--- src/common/sdram_pkg.sv ---
package sdram_pkg;

	// command pin encoding is {ras, cas, we}, all active low
	typedef enum logic [2:0]
	{
		cmd_mrs   = 3'b000, // mode register set
		cmd_ref   = 3'b001, // auto refresh
		cmd_pre   = 3'b010, // precharge, row close
		cmd_act   = 3'b011, // activate, row open
		cmd_write = 3'b100,
		cmd_read  = 3'b101,
		cmd_bst   = 3'b110, // burst terminate
		cmd_nop   = 3'b111
	} sdram_cmd_e;

	// each command state is the cycle its command sits on the pins
	typedef enum logic [2:0]
	{
		st_idle,
		st_precharge,   // bank precharge for a row miss
		st_activate,
		st_access,      // read or write, ack high
		st_refresh_pre, // precharge all ahead of refresh
		st_refresh,
		st_wait         // nop cycles on the shared counter
	} seq_state_e;

	// linear user address is {bank, row, col}
	localparam int row_w  = 13;
	localparam int col_w  = 9;
	localparam int bank_w = 2;
	localparam int addr_w = bank_w + row_w + col_w; // 24

	// address pin bit that selects all banks on precharge
	localparam int ap_bit = 10;

endpackage

--- src/initializer/sdram_initializer.sv ---
`timescale 1ns/1ps

module sdram_initializer #(
	parameter int power_wait  = 200,
	parameter int cmd_gap     = 15,
	parameter int settle_wait = 255
) (
	input  logic                   CLK_n,
	input  logic                   RST,
	input  sdram_pkg::sdram_cmd_e  seq_cmd,
	input  logic [12:0]            seq_addr,
	input  logic [1:0]             seq_bank,
	output logic                   cke,
	output sdram_pkg::sdram_cmd_e  cmd_pin,
	output logic [12:0]            addr_pin,
	output logic [1:0]             bank_pin,
	output logic                   user_ready
);
	import sdram_pkg::*;

	localparam int table_len = 7;
	localparam int wait_max  = (power_wait > cmd_gap) ?
		((power_wait > settle_wait) ? power_wait : settle_wait) :
		((cmd_gap > settle_wait) ? cmd_gap : settle_wait);
	localparam int cnt_w = $clog2(wait_max + 1);
	localparam logic [12:0] all_banks = 13'(1) << ap_bit;

	logic [cnt_w-1:0] cnt;   // power-up, gap and settle counter
	logic [2:0]       stage; // next table entry
	sdram_cmd_e       ini_cmd;
	logic [12:0]      ini_addr;
	logic [1:0]       ini_bank;
	sdram_cmd_e       rom_cmd;
	logic [12:0]      rom_addr;
	logic [1:0]       rom_bank;

	always_comb
	begin
		rom_addr = all_banks;
		rom_bank = 2'd0;
		case (stage)
			3'd0: begin rom_cmd = cmd_pre; rom_bank = 2'd1; end
			3'd1: begin rom_cmd = cmd_mrs; rom_addr = 13'h000; rom_bank = 2'd1; end // extended mode
			3'd2: begin rom_cmd = cmd_mrs; rom_addr = 13'h162; end // dll reset
			3'd3: rom_cmd = cmd_pre;
			3'd4: rom_cmd = cmd_ref;
			3'd5: rom_cmd = cmd_ref;
			3'd6: begin rom_cmd = cmd_mrs; rom_addr = 13'h062; end // final mode
			default: rom_cmd = cmd_nop;
		endcase
	end

	always_ff @(posedge CLK_n)
	begin
		if (!RST)
		begin
			cke        <= 1'b0;
			user_ready <= 1'b0;
			stage      <= 3'd0;
			cnt        <= '0;
			ini_cmd    <= cmd_nop;
		end
		else
		begin
			ini_cmd <= cmd_nop;
			if (!cke)
			begin
				if (cnt == cnt_w'(power_wait - 1))
				begin
					cke <= 1'b1;
					cnt <= '0;
				end
				else
					cnt <= cnt + 1'b1;
			end
			else if (stage != 3'(table_len))
			begin
				if (cnt == '0)
				begin
					ini_cmd  <= rom_cmd;
					ini_addr <= rom_addr;
					ini_bank <= rom_bank;
					stage    <= stage + 1'b1;
					// last entry is followed by the settle wait
					cnt <= (stage == 3'(table_len - 1)) ? cnt_w'(settle_wait) : cnt_w'(cmd_gap);
				end
				else
					cnt <= cnt - 1'b1;
			end
			else if (!user_ready)
			begin
				if (cnt == '0)
					user_ready <= 1'b1; // stays up until reset
				else
					cnt <= cnt - 1'b1;
			end
		end
	end

	// sequencer owns the pins once init is done
	assign cmd_pin  = user_ready ? seq_cmd  : ini_cmd;
	assign addr_pin = user_ready ? seq_addr : ini_addr;
	assign bank_pin = user_ready ? seq_bank : ini_bank;

	a_nop_while_cke_low: assert property (@(posedge CLK_n) disable iff (!RST)
		!cke |-> cmd_pin == cmd_nop);

endmodule

--- src/logic/sdram_command_sequencer.sv ---
`timescale 1ns/1ps

module sdram_command_sequencer #(
	parameter int t_rp  = 3,
	parameter int t_rcd = 3,
	parameter int t_rfc = 10
) (
	input  logic                           CLK_n,
	input  logic                           RST,
	input  logic                           user_ready,
	input  logic                           req,
	input  logic                           we,
	output logic                           ack,
	input  logic                           refresh_due,
	output logic                           refresh_ack,
	input  logic                           row_hit,
	input  logic                           row_miss,
	input  logic                           bank_empty,
	input  logic                           any_open,
	input  logic [sdram_pkg::bank_w-1:0]   req_bank,
	input  logic [sdram_pkg::row_w-1:0]    req_row,
	input  logic [sdram_pkg::col_w-1:0]    req_col,
	output logic                           open_row,
	output logic                           close_bank,
	output logic                           close_all,
	output sdram_pkg::sdram_cmd_e          seq_cmd,
	output logic [12:0]                    seq_addr,
	output logic [1:0]                     seq_bank
);
	import sdram_pkg::*;

	localparam int wait_max = (t_rp > t_rcd) ?
		((t_rp > t_rfc) ? t_rp : t_rfc) :
		((t_rcd > t_rfc) ? t_rcd : t_rfc);
	localparam int cnt_w = $clog2(wait_max + 1);

	seq_state_e       state;
	seq_state_e       target; // state entered at the next edge
	seq_state_e       resume; // step after the current wait
	logic [cnt_w-1:0] cnt;
	logic [12:0]      col_addr;

	// column on the address pins with auto precharge off
	assign col_addr = 13'(req_col) & ~(13'(1) << ap_bit);

	always_comb
	begin
		target = state;
		case (state)
			st_idle:
			begin
				if (user_ready && refresh_due)
					target = any_open ? st_refresh_pre : st_refresh; // refresh wins
				else if (user_ready && req)
				begin
					if (row_hit)
						target = st_access;
					else if (bank_empty)
						target = st_activate;
					else if (row_miss)
						target = st_precharge;
				end
			end
			st_access:
				target = st_idle;
			default: // command and wait states share the counter
				target = (cnt == '0) ? resume : st_wait;
		endcase
	end

	always_ff @(posedge CLK_n)
	begin
		if (!RST)
		begin
			state       <= st_idle;
			resume      <= st_idle;
			cnt         <= '0;
			seq_cmd     <= cmd_nop;
			ack         <= 1'b0;
			refresh_ack <= 1'b0;
			open_row    <= 1'b0;
			close_bank  <= 1'b0;
			close_all   <= 1'b0;
		end
		else
		begin
			state       <= target;
			seq_cmd     <= cmd_nop;
			ack         <= 1'b0;
			refresh_ack <= 1'b0;
			open_row    <= 1'b0;
			close_bank  <= 1'b0;
			close_all   <= 1'b0;
			case (target)
				st_precharge:
				begin
					seq_cmd    <= cmd_pre;
					seq_addr   <= 13'h000; // one bank with ap low
					seq_bank   <= req_bank;
					close_bank <= 1'b1;
					cnt        <= cnt_w'(t_rp);
					resume     <= st_activate;
				end
				st_activate:
				begin
					seq_cmd  <= cmd_act;
					seq_addr <= req_row;
					seq_bank <= req_bank;
					open_row <= 1'b1;
					cnt      <= cnt_w'(t_rcd);
					resume   <= st_access;
				end
				st_access:
				begin
					seq_cmd  <= we ? cmd_write : cmd_read;
					seq_addr <= col_addr;
					seq_bank <= req_bank;
					ack      <= 1'b1;
				end
				st_refresh_pre:
				begin
					seq_cmd   <= cmd_pre;
					seq_addr  <= 13'(1) << ap_bit; // all banks
					seq_bank  <= 2'd0;
					close_all <= 1'b1;
					cnt       <= cnt_w'(t_rp);
					resume    <= st_refresh;
				end
				st_refresh:
				begin
					seq_cmd     <= cmd_ref;
					refresh_ack <= 1'b1;
					cnt         <= cnt_w'(t_rfc);
					resume      <= st_idle;
				end
				st_wait:
					cnt <= cnt - 1'b1;
				default:
					;
			endcase
		end
	end

	a_ack_with_access: assert property (@(posedge CLK_n) disable iff (!RST)
		ack |-> (seq_cmd == cmd_read || seq_cmd == cmd_write));

endmodule

--- src/logic/sdram_controller_top.sv ---
`timescale 1ns/1ps

module sdram_controller_top #(
	parameter int power_wait       = 200,
	parameter int cmd_gap          = 15,
	parameter int settle_wait      = 255,
	parameter int refresh_interval = 1560,
	parameter int t_rp             = 3,
	parameter int t_rcd            = 3,
	parameter int t_rfc            = 10
) (
	input  logic                           CLK_n,
	input  logic                           RST,
	input  logic                           req,
	input  logic                           we,
	input  logic [sdram_pkg::addr_w-1:0]   addr,
	output logic                           ack,
	output logic                           user_ready,
	output logic                           cke,
	output sdram_pkg::sdram_cmd_e          cmd_pin,
	output logic [12:0]                    addr_pin,
	output logic [1:0]                     bank_pin
);
	import sdram_pkg::*;

	sdram_cmd_e        seq_cmd;
	logic [12:0]       seq_addr;
	logic [1:0]        seq_bank;
	logic              refresh_due;
	logic              refresh_ack;
	logic [bank_w-1:0] req_bank;
	logic [row_w-1:0]  req_row;
	logic [col_w-1:0]  req_col;
	logic              row_hit;
	logic              row_miss;
	logic              bank_empty;
	logic              any_open;
	logic              open_row;
	logic              close_bank;
	logic              close_all;

	sdram_initializer #(
		.power_wait  (power_wait),
		.cmd_gap     (cmd_gap),
		.settle_wait (settle_wait)
	) u_initializer (
		.CLK_n      (CLK_n),
		.RST        (RST),
		.seq_cmd    (seq_cmd),
		.seq_addr   (seq_addr),
		.seq_bank   (seq_bank),
		.cke        (cke),
		.cmd_pin    (cmd_pin),
		.addr_pin   (addr_pin),
		.bank_pin   (bank_pin),
		.user_ready (user_ready)
	);

	sdram_refresh_timer #(
		.refresh_interval (refresh_interval)
	) u_refresh_timer (
		.CLK_n       (CLK_n),
		.RST         (RST),
		.enable      (user_ready),
		.refresh_ack (refresh_ack),
		.refresh_due (refresh_due)
	);

	sdram_row_tracker u_row_tracker (
		.CLK_n      (CLK_n),
		.RST        (RST),
		.addr       (addr),
		.open_row   (open_row),
		.close_bank (close_bank),
		.close_all  (close_all),
		.req_bank   (req_bank),
		.req_row    (req_row),
		.req_col    (req_col),
		.row_hit    (row_hit),
		.row_miss   (row_miss),
		.bank_empty (bank_empty),
		.any_open   (any_open)
	);

	sdram_command_sequencer #(
		.t_rp  (t_rp),
		.t_rcd (t_rcd),
		.t_rfc (t_rfc)
	) u_sequencer (
		.CLK_n       (CLK_n),
		.RST         (RST),
		.user_ready  (user_ready),
		.req         (req),
		.we          (we),
		.ack         (ack),
		.refresh_due (refresh_due),
		.refresh_ack (refresh_ack),
		.row_hit     (row_hit),
		.row_miss    (row_miss),
		.bank_empty  (bank_empty),
		.any_open    (any_open),
		.req_bank    (req_bank),
		.req_row     (req_row),
		.req_col     (req_col),
		.open_row    (open_row),
		.close_bank  (close_bank),
		.close_all   (close_all),
		.seq_cmd     (seq_cmd),
		.seq_addr    (seq_addr),
		.seq_bank    (seq_bank)
	);

endmodule

--- src/logic/sdram_refresh_timer.sv ---
`timescale 1ns/1ps

module sdram_refresh_timer #(
	parameter int refresh_interval = 1560
) (
	input  logic CLK_n,
	input  logic RST,
	input  logic enable,
	input  logic refresh_ack,
	output logic refresh_due
);

	localparam int cnt_w = $clog2(refresh_interval + 1);

	logic [cnt_w-1:0] cnt;

	always_ff @(posedge CLK_n)
	begin
		if (!RST)
		begin
			cnt         <= cnt_w'(refresh_interval);
			refresh_due <= 1'b0;
		end
		else if (refresh_ack)
		begin
			cnt         <= cnt_w'(refresh_interval); // restart interval
			refresh_due <= 1'b0;
		end
		else if (enable)
		begin
			if (cnt == '0)
				refresh_due <= 1'b1; // held until ack
			else
				cnt <= cnt - 1'b1;
		end
	end

	// the sequencer only acks a pending refresh
	a_ack_needs_due: assert property (@(posedge CLK_n) disable iff (!RST)
		refresh_ack |-> refresh_due);

endmodule

--- src/logic/sdram_row_tracker.sv ---
`timescale 1ns/1ps

module sdram_row_tracker (
	input  logic                           CLK_n,
	input  logic                           RST,
	input  logic [sdram_pkg::addr_w-1:0]   addr,
	input  logic                           open_row,
	input  logic                           close_bank,
	input  logic                           close_all,
	output logic [sdram_pkg::bank_w-1:0]   req_bank,
	output logic [sdram_pkg::row_w-1:0]    req_row,
	output logic [sdram_pkg::col_w-1:0]    req_col,
	output logic                           row_hit,
	output logic                           row_miss,
	output logic                           bank_empty,
	output logic                           any_open
);
	import sdram_pkg::*;

	localparam int num_banks = 1 << bank_w;

	logic [num_banks-1:0] open_flag;
	logic [row_w-1:0]     open_rows [num_banks];

	// split from the top: bank, row, column
	assign req_bank = addr[addr_w-1 -: bank_w];
	assign req_row  = addr[col_w +: row_w];
	assign req_col  = addr[col_w-1:0];

	always_ff @(posedge CLK_n)
	begin
		if (!RST)
			open_flag <= '0;
		else if (close_all)
			open_flag <= '0;
		else if (open_row)
			open_flag[req_bank] <= 1'b1;
		else if (close_bank)
			open_flag[req_bank] <= 1'b0;
	end

	always_ff @(posedge CLK_n)
	begin
		if (open_row)
			open_rows[req_bank] <= req_row;
	end

	assign bank_empty = !open_flag[req_bank];
	assign row_hit    = open_flag[req_bank] && (open_rows[req_bank] == req_row);
	assign row_miss   = open_flag[req_bank] && (open_rows[req_bank] != req_row);
	assign any_open   = |open_flag;

	a_one_decision: assert property (@(posedge CLK_n) disable iff (!RST)
		$onehot({row_hit, row_miss, bank_empty}));

endmodule

--- config.mk ---
export PLATFORM = sky130hd
export DESIGN_NAME = sdram_controller_top
export DESIGN_NICKNAME = d
export VERILOG_FILES = /design/src/common/sdram_pkg.sv /design/src/initializer/sdram_initializer.sv /design/src/logic/sdram_command_sequencer.sv /design/src/logic/sdram_controller_top.sv /design/src/logic/sdram_refresh_timer.sv /design/src/logic/sdram_row_tracker.sv
export SDC_FILE = /design/constraint.sdc
export NUM_CORES = 1
export LEC_CHECK = 0
export CAP_MARGIN = 20
export CORE_AREA = 10 10 135 199
export DETAILED_ROUTE_END_ITERATION = 8
export DIE_AREA = 0 0 145 209
export DONT_BUFFER_PORTS = 1
export GPL_TIMING_DRIVEN = 0
export PLACE_DENSITY = 0.38
export SLEW_MARGIN = 20
export SYNTH_ARGS = -nofsm -noshare
export SYNTH_HDL_FRONTEND = slang
export SYNTH_SLANG_ARGS = --single-unit
--- constraint.sdc ---
create_clock -name CLK_n -period 3.9 [get_ports CLK_n]
set_input_delay 0 -clock CLK_n [delete_from_list [all_inputs] [get_ports CLK_n]]
set_output_delay 0 -clock CLK_n [all_outputs]
set_load 0.01 [all_outputs]
==> results.md <==
* Commonest cells in the netlist: 71 x edfxtp_1, 51 x nand2_1, 50 x dfxtp_1
* Crit path to: u_sequencer.seq_addr[5]
* Cells after Synth at 501
* Clock power share at 49.7%
* R2r setup slk at 790 ps
* Register area at 3130 sq um
* Number of I/O pins at 49
* Critical R2R Launch: u_sequencer.cnt[0]
* GR Util met2 at 19.4%
* Fillers at 2411
* EDFF count, synth at 71
* Met1 usage at 10.8%
* Max_cap viols at 0
* Die ar. at 30300 sq um
* Syn avg cell area at 11.4 sq um
* Worst Skew at 16.7 ps
* R2R Path End: u_sequencer.seq_addr[5]
* Placed cells at 825
* Footprint of the multi-input gates at between 2000 and 2500 sq um
* Comb power frac at 4.3%
* Fin crit period at 3110 ps
* DRT Pass-1 Iters at 5
* Via count at just over 4000
* Slew headroom at 41.2%
* Final net count at 589
* Chip Width at 145 um
* Adder-cell area share of the yosys netlist at 2.62%
* Htree depth at 4
* Resized cells post-CTS at 0
* Unrepaired setup endpoints after global routing: false
* Hold Path Class: in -> reg
* Setup TNS at 0 ps
* Final WS setup at 794 ps
* Final antenna-violating net count at 0
* Wirelength per Cell at ~18 um
* Internal at 0.00228 W
* Clock root buffer: clkbuf_16
* Core box area at ~23000 sq um
* CTS Hold Bufs at 24
* Hold Violations, Final at 0
* Vias in the first global route at approximately 4300
* Switching power total at 0.000662 W
* Sequential Power Share at 46.0%
* Slew @ Worst Pin at between 800 and 900 ps
* Share of layout cells above drive strength 1 at 14.6%
* Seq cells post-synth at 121
* Final setup vio count at 0
* Top-count cell post-synth: edfxtp_1
* Fin util at 29.9%
* Rows at 69
* WL final at 15800 um
* Worst-Skew Late Latency at approximately 430 ps
* Post-synth top area share at 37.2%
* CTS sink count at between 100 and 150
* Port bufs at 0
* CP Class: reg -> reg
* Inserted Clock Buffers at 17
* Grt ovf at 0
* ANT cells at 0
* CP Capture Type: flop
* Synth Area in Compound Gates at 11.2%
* Initial core utilization at 24.5%
* Hold depth at 2
* Post-Synth Simple-Gate Area at 16.5%
* Synthesis warning total at 0
* RD Place Congestion at 0.838
* Initial DRC count at around 220
* Largest net degree at the start of global routing at 17
* Synthesized area at 5730 sq um
* Routed vias/inst at ~4.6
* Most used flip-flop cell after synthesis: edfxtp_1
* Final Max Tran Viols at 0
* Synth async-reset ratio at 0%
* Netlist cell types at 61
* Clk buf depth at 2
* F_max at 322 MHz
* Max FO, Critical Path at 10
* Met3 GRT Util at ~3.2%
* Worst slack, placed at 798 ps
* Power density over the cells at ~420 nW/um^2
* Clock-pin slew on the worst setup and hold paths at 50 ps
* Setup bufs post-CTS at 0
* Leak pwr at about 2.4 nW
* Die Height at 209 um
* Sw frac at 22.5%
* Critical path arrival at 3240 ps
* Post-synth top area cell: edfxtp_1
* Status: completed
* First-pass GRT wire length at between 20000 and 25000 um
* Gr usage total at 10.6%
* Mux cell area share after synthesis at 7.12%
* Worst Reg-to-Reg Cells at 9
* CP required at about 4000 ps
* Main combinational cell family by area after synthesis: simple AND/OR/NAND/NOR gates
* Period Utilization, post-route at between 70% and 80%
* Sequential share of the synthesized area at 54.7%
* Area growth, synth to finish at 22.0%
* Area contributors post-synth: edfxtp_1 37%, dfxtp_1 17%, mux4_2 3.9%, nand2_1 3.3%, xnor2_1 2.9%
* CTS tree: built
* Post-synth net total at 541
* Finished Layout Cells at 880
* Initial antenna violation count at 0
* VDD IR max at 0.302 mV
* Residual DRC at 0
* Crit path launch: u_sequencer.cnt[0]
* Placed wire-length estimate at between 10000 and 15000 um
* GRT busiest layer: met2
* Post-synthesis xor/xnor area fraction at around 4.3%
* CP Launch Type: flop
-- metrics by stage --
step | hold slack (ps) | power [W] | cell area, sq um
after floorplan | 98.9 | 0.00146 | 5730
after global routing | 74.8 | 0.00306 | 6990
final | 58.2 | 0.00294 | 6990
after detailed placement | 99.6 | 0.00148 | 6190
after CTS | 32.3 | 0.00299 | 6990
after global placement | 99.6 | 0.00148 | 6120
-- sequential cells by signal, indices dropped and copies added (netlist names), 2 cells and up, named ones only --
| name | cells |
|---|---|
| u_initializer.stage | 3 |
| u_sequencer.state | 3 |
| u_initializer.ini_cmd | 3 |
| u_sequencer.seq_bank | 2 |
| u_row_tracker.open_rows | 52 |
| u_initializer.cnt | 8 |
| u_sequencer.seq_addr | 13 |
| u_sequencer.seq_cmd | 3 |
| u_refresh_timer.cnt | 11 |
| u_initializer.ini_addr | 3 |
| u_sequencer.resume | 3 |
| u_sequencer.cnt | 4 |
-- how the worst min path moves through the flow --
stage,startpoint,end,slack (ps)
after floorplan,addr[9],u_row_tracker.open_rows[0][0],100
after global placement,addr[13],u_row_tracker.open_rows[0][4],100
after detailed placement,addr[9],u_row_tracker.open_rows[3][0],100
after CTS,RST,u_sequencer.seq_cmd[2],30
after global routing,RST,u_sequencer.seq_cmd[2],70
final,RST,u_sequencer.seq_cmd[2],60
-- cell usage in the layout, fill, tap and decap left out, types with 7 or more instances in the layout --
cell           instances
dfxtp_1               50
nor3_1                13
xnor2_1               19
nand2_1               51
mux4_2                10
and2_1                16
inv_1                 19
a21oi_1               18
nor2_1                41
a21oi_2               10
clkbuf_1              16
ha_1                  12
nand3_1                7
edfxtp_1              71
nand2b_1               8
o21ai_0               17
xor2_1                 7
and3_1                 7
clkbuf_16             17
dlygate4sd3_1         24
-- per-layer routing --
metal	vias to the layer above	wire (um)	share of wire, %
met5	-	0	0
met3	16	820	5.2
met4	0	279	1.8
met2	104	8420	53
met1	2026	6300	40
li1	1934	-	-
-- cell families after synthesis --
| group | count (synthesis) |
|---|---|
| simple gates | 184 |
| flops | 121 |
| compound gates | 91 |
| buf+inv | 45 |
| xor+xnor | 27 |
| mux | 21 |
| fa+ha+maj | 12 |
-- worst max-delay path: stages (launching register included) --
cell and delay, ps:
dfxtp_1 340, inv_1 110, ha_1 190, or3b_2 480, o22ai_1 230, and2_1 220, clkbuf_1 400, nand2_1 150
o21bai_2 470, buf_6 220
-- power by group through the flow --
stage	Sequential [W]	Clock (W)	Combinational [W]
global placement	0.00138	0	0.0000999
CTS	0.00135	0.00151	0.000129
finish	0.00135	0.00146	0.000126
detailed placement	0.00138	0	0.0000995
floorplan	0.00138	0	0.0000773
global route	0.00135	0.00157	0.000140
-- final cells by class --
cell class	count	share of cell area, %
inverters	19	1.02
multi-input cells	335	34.4
clock buffers	17	6.09
clock inverters	14	1.81
well taps	319	5.71
repair buffers	29	4.24
plain buffers	26	1.90
flip-flops and latches	121	44.8
Note: power is estimated with default switching activity, not from simulation.
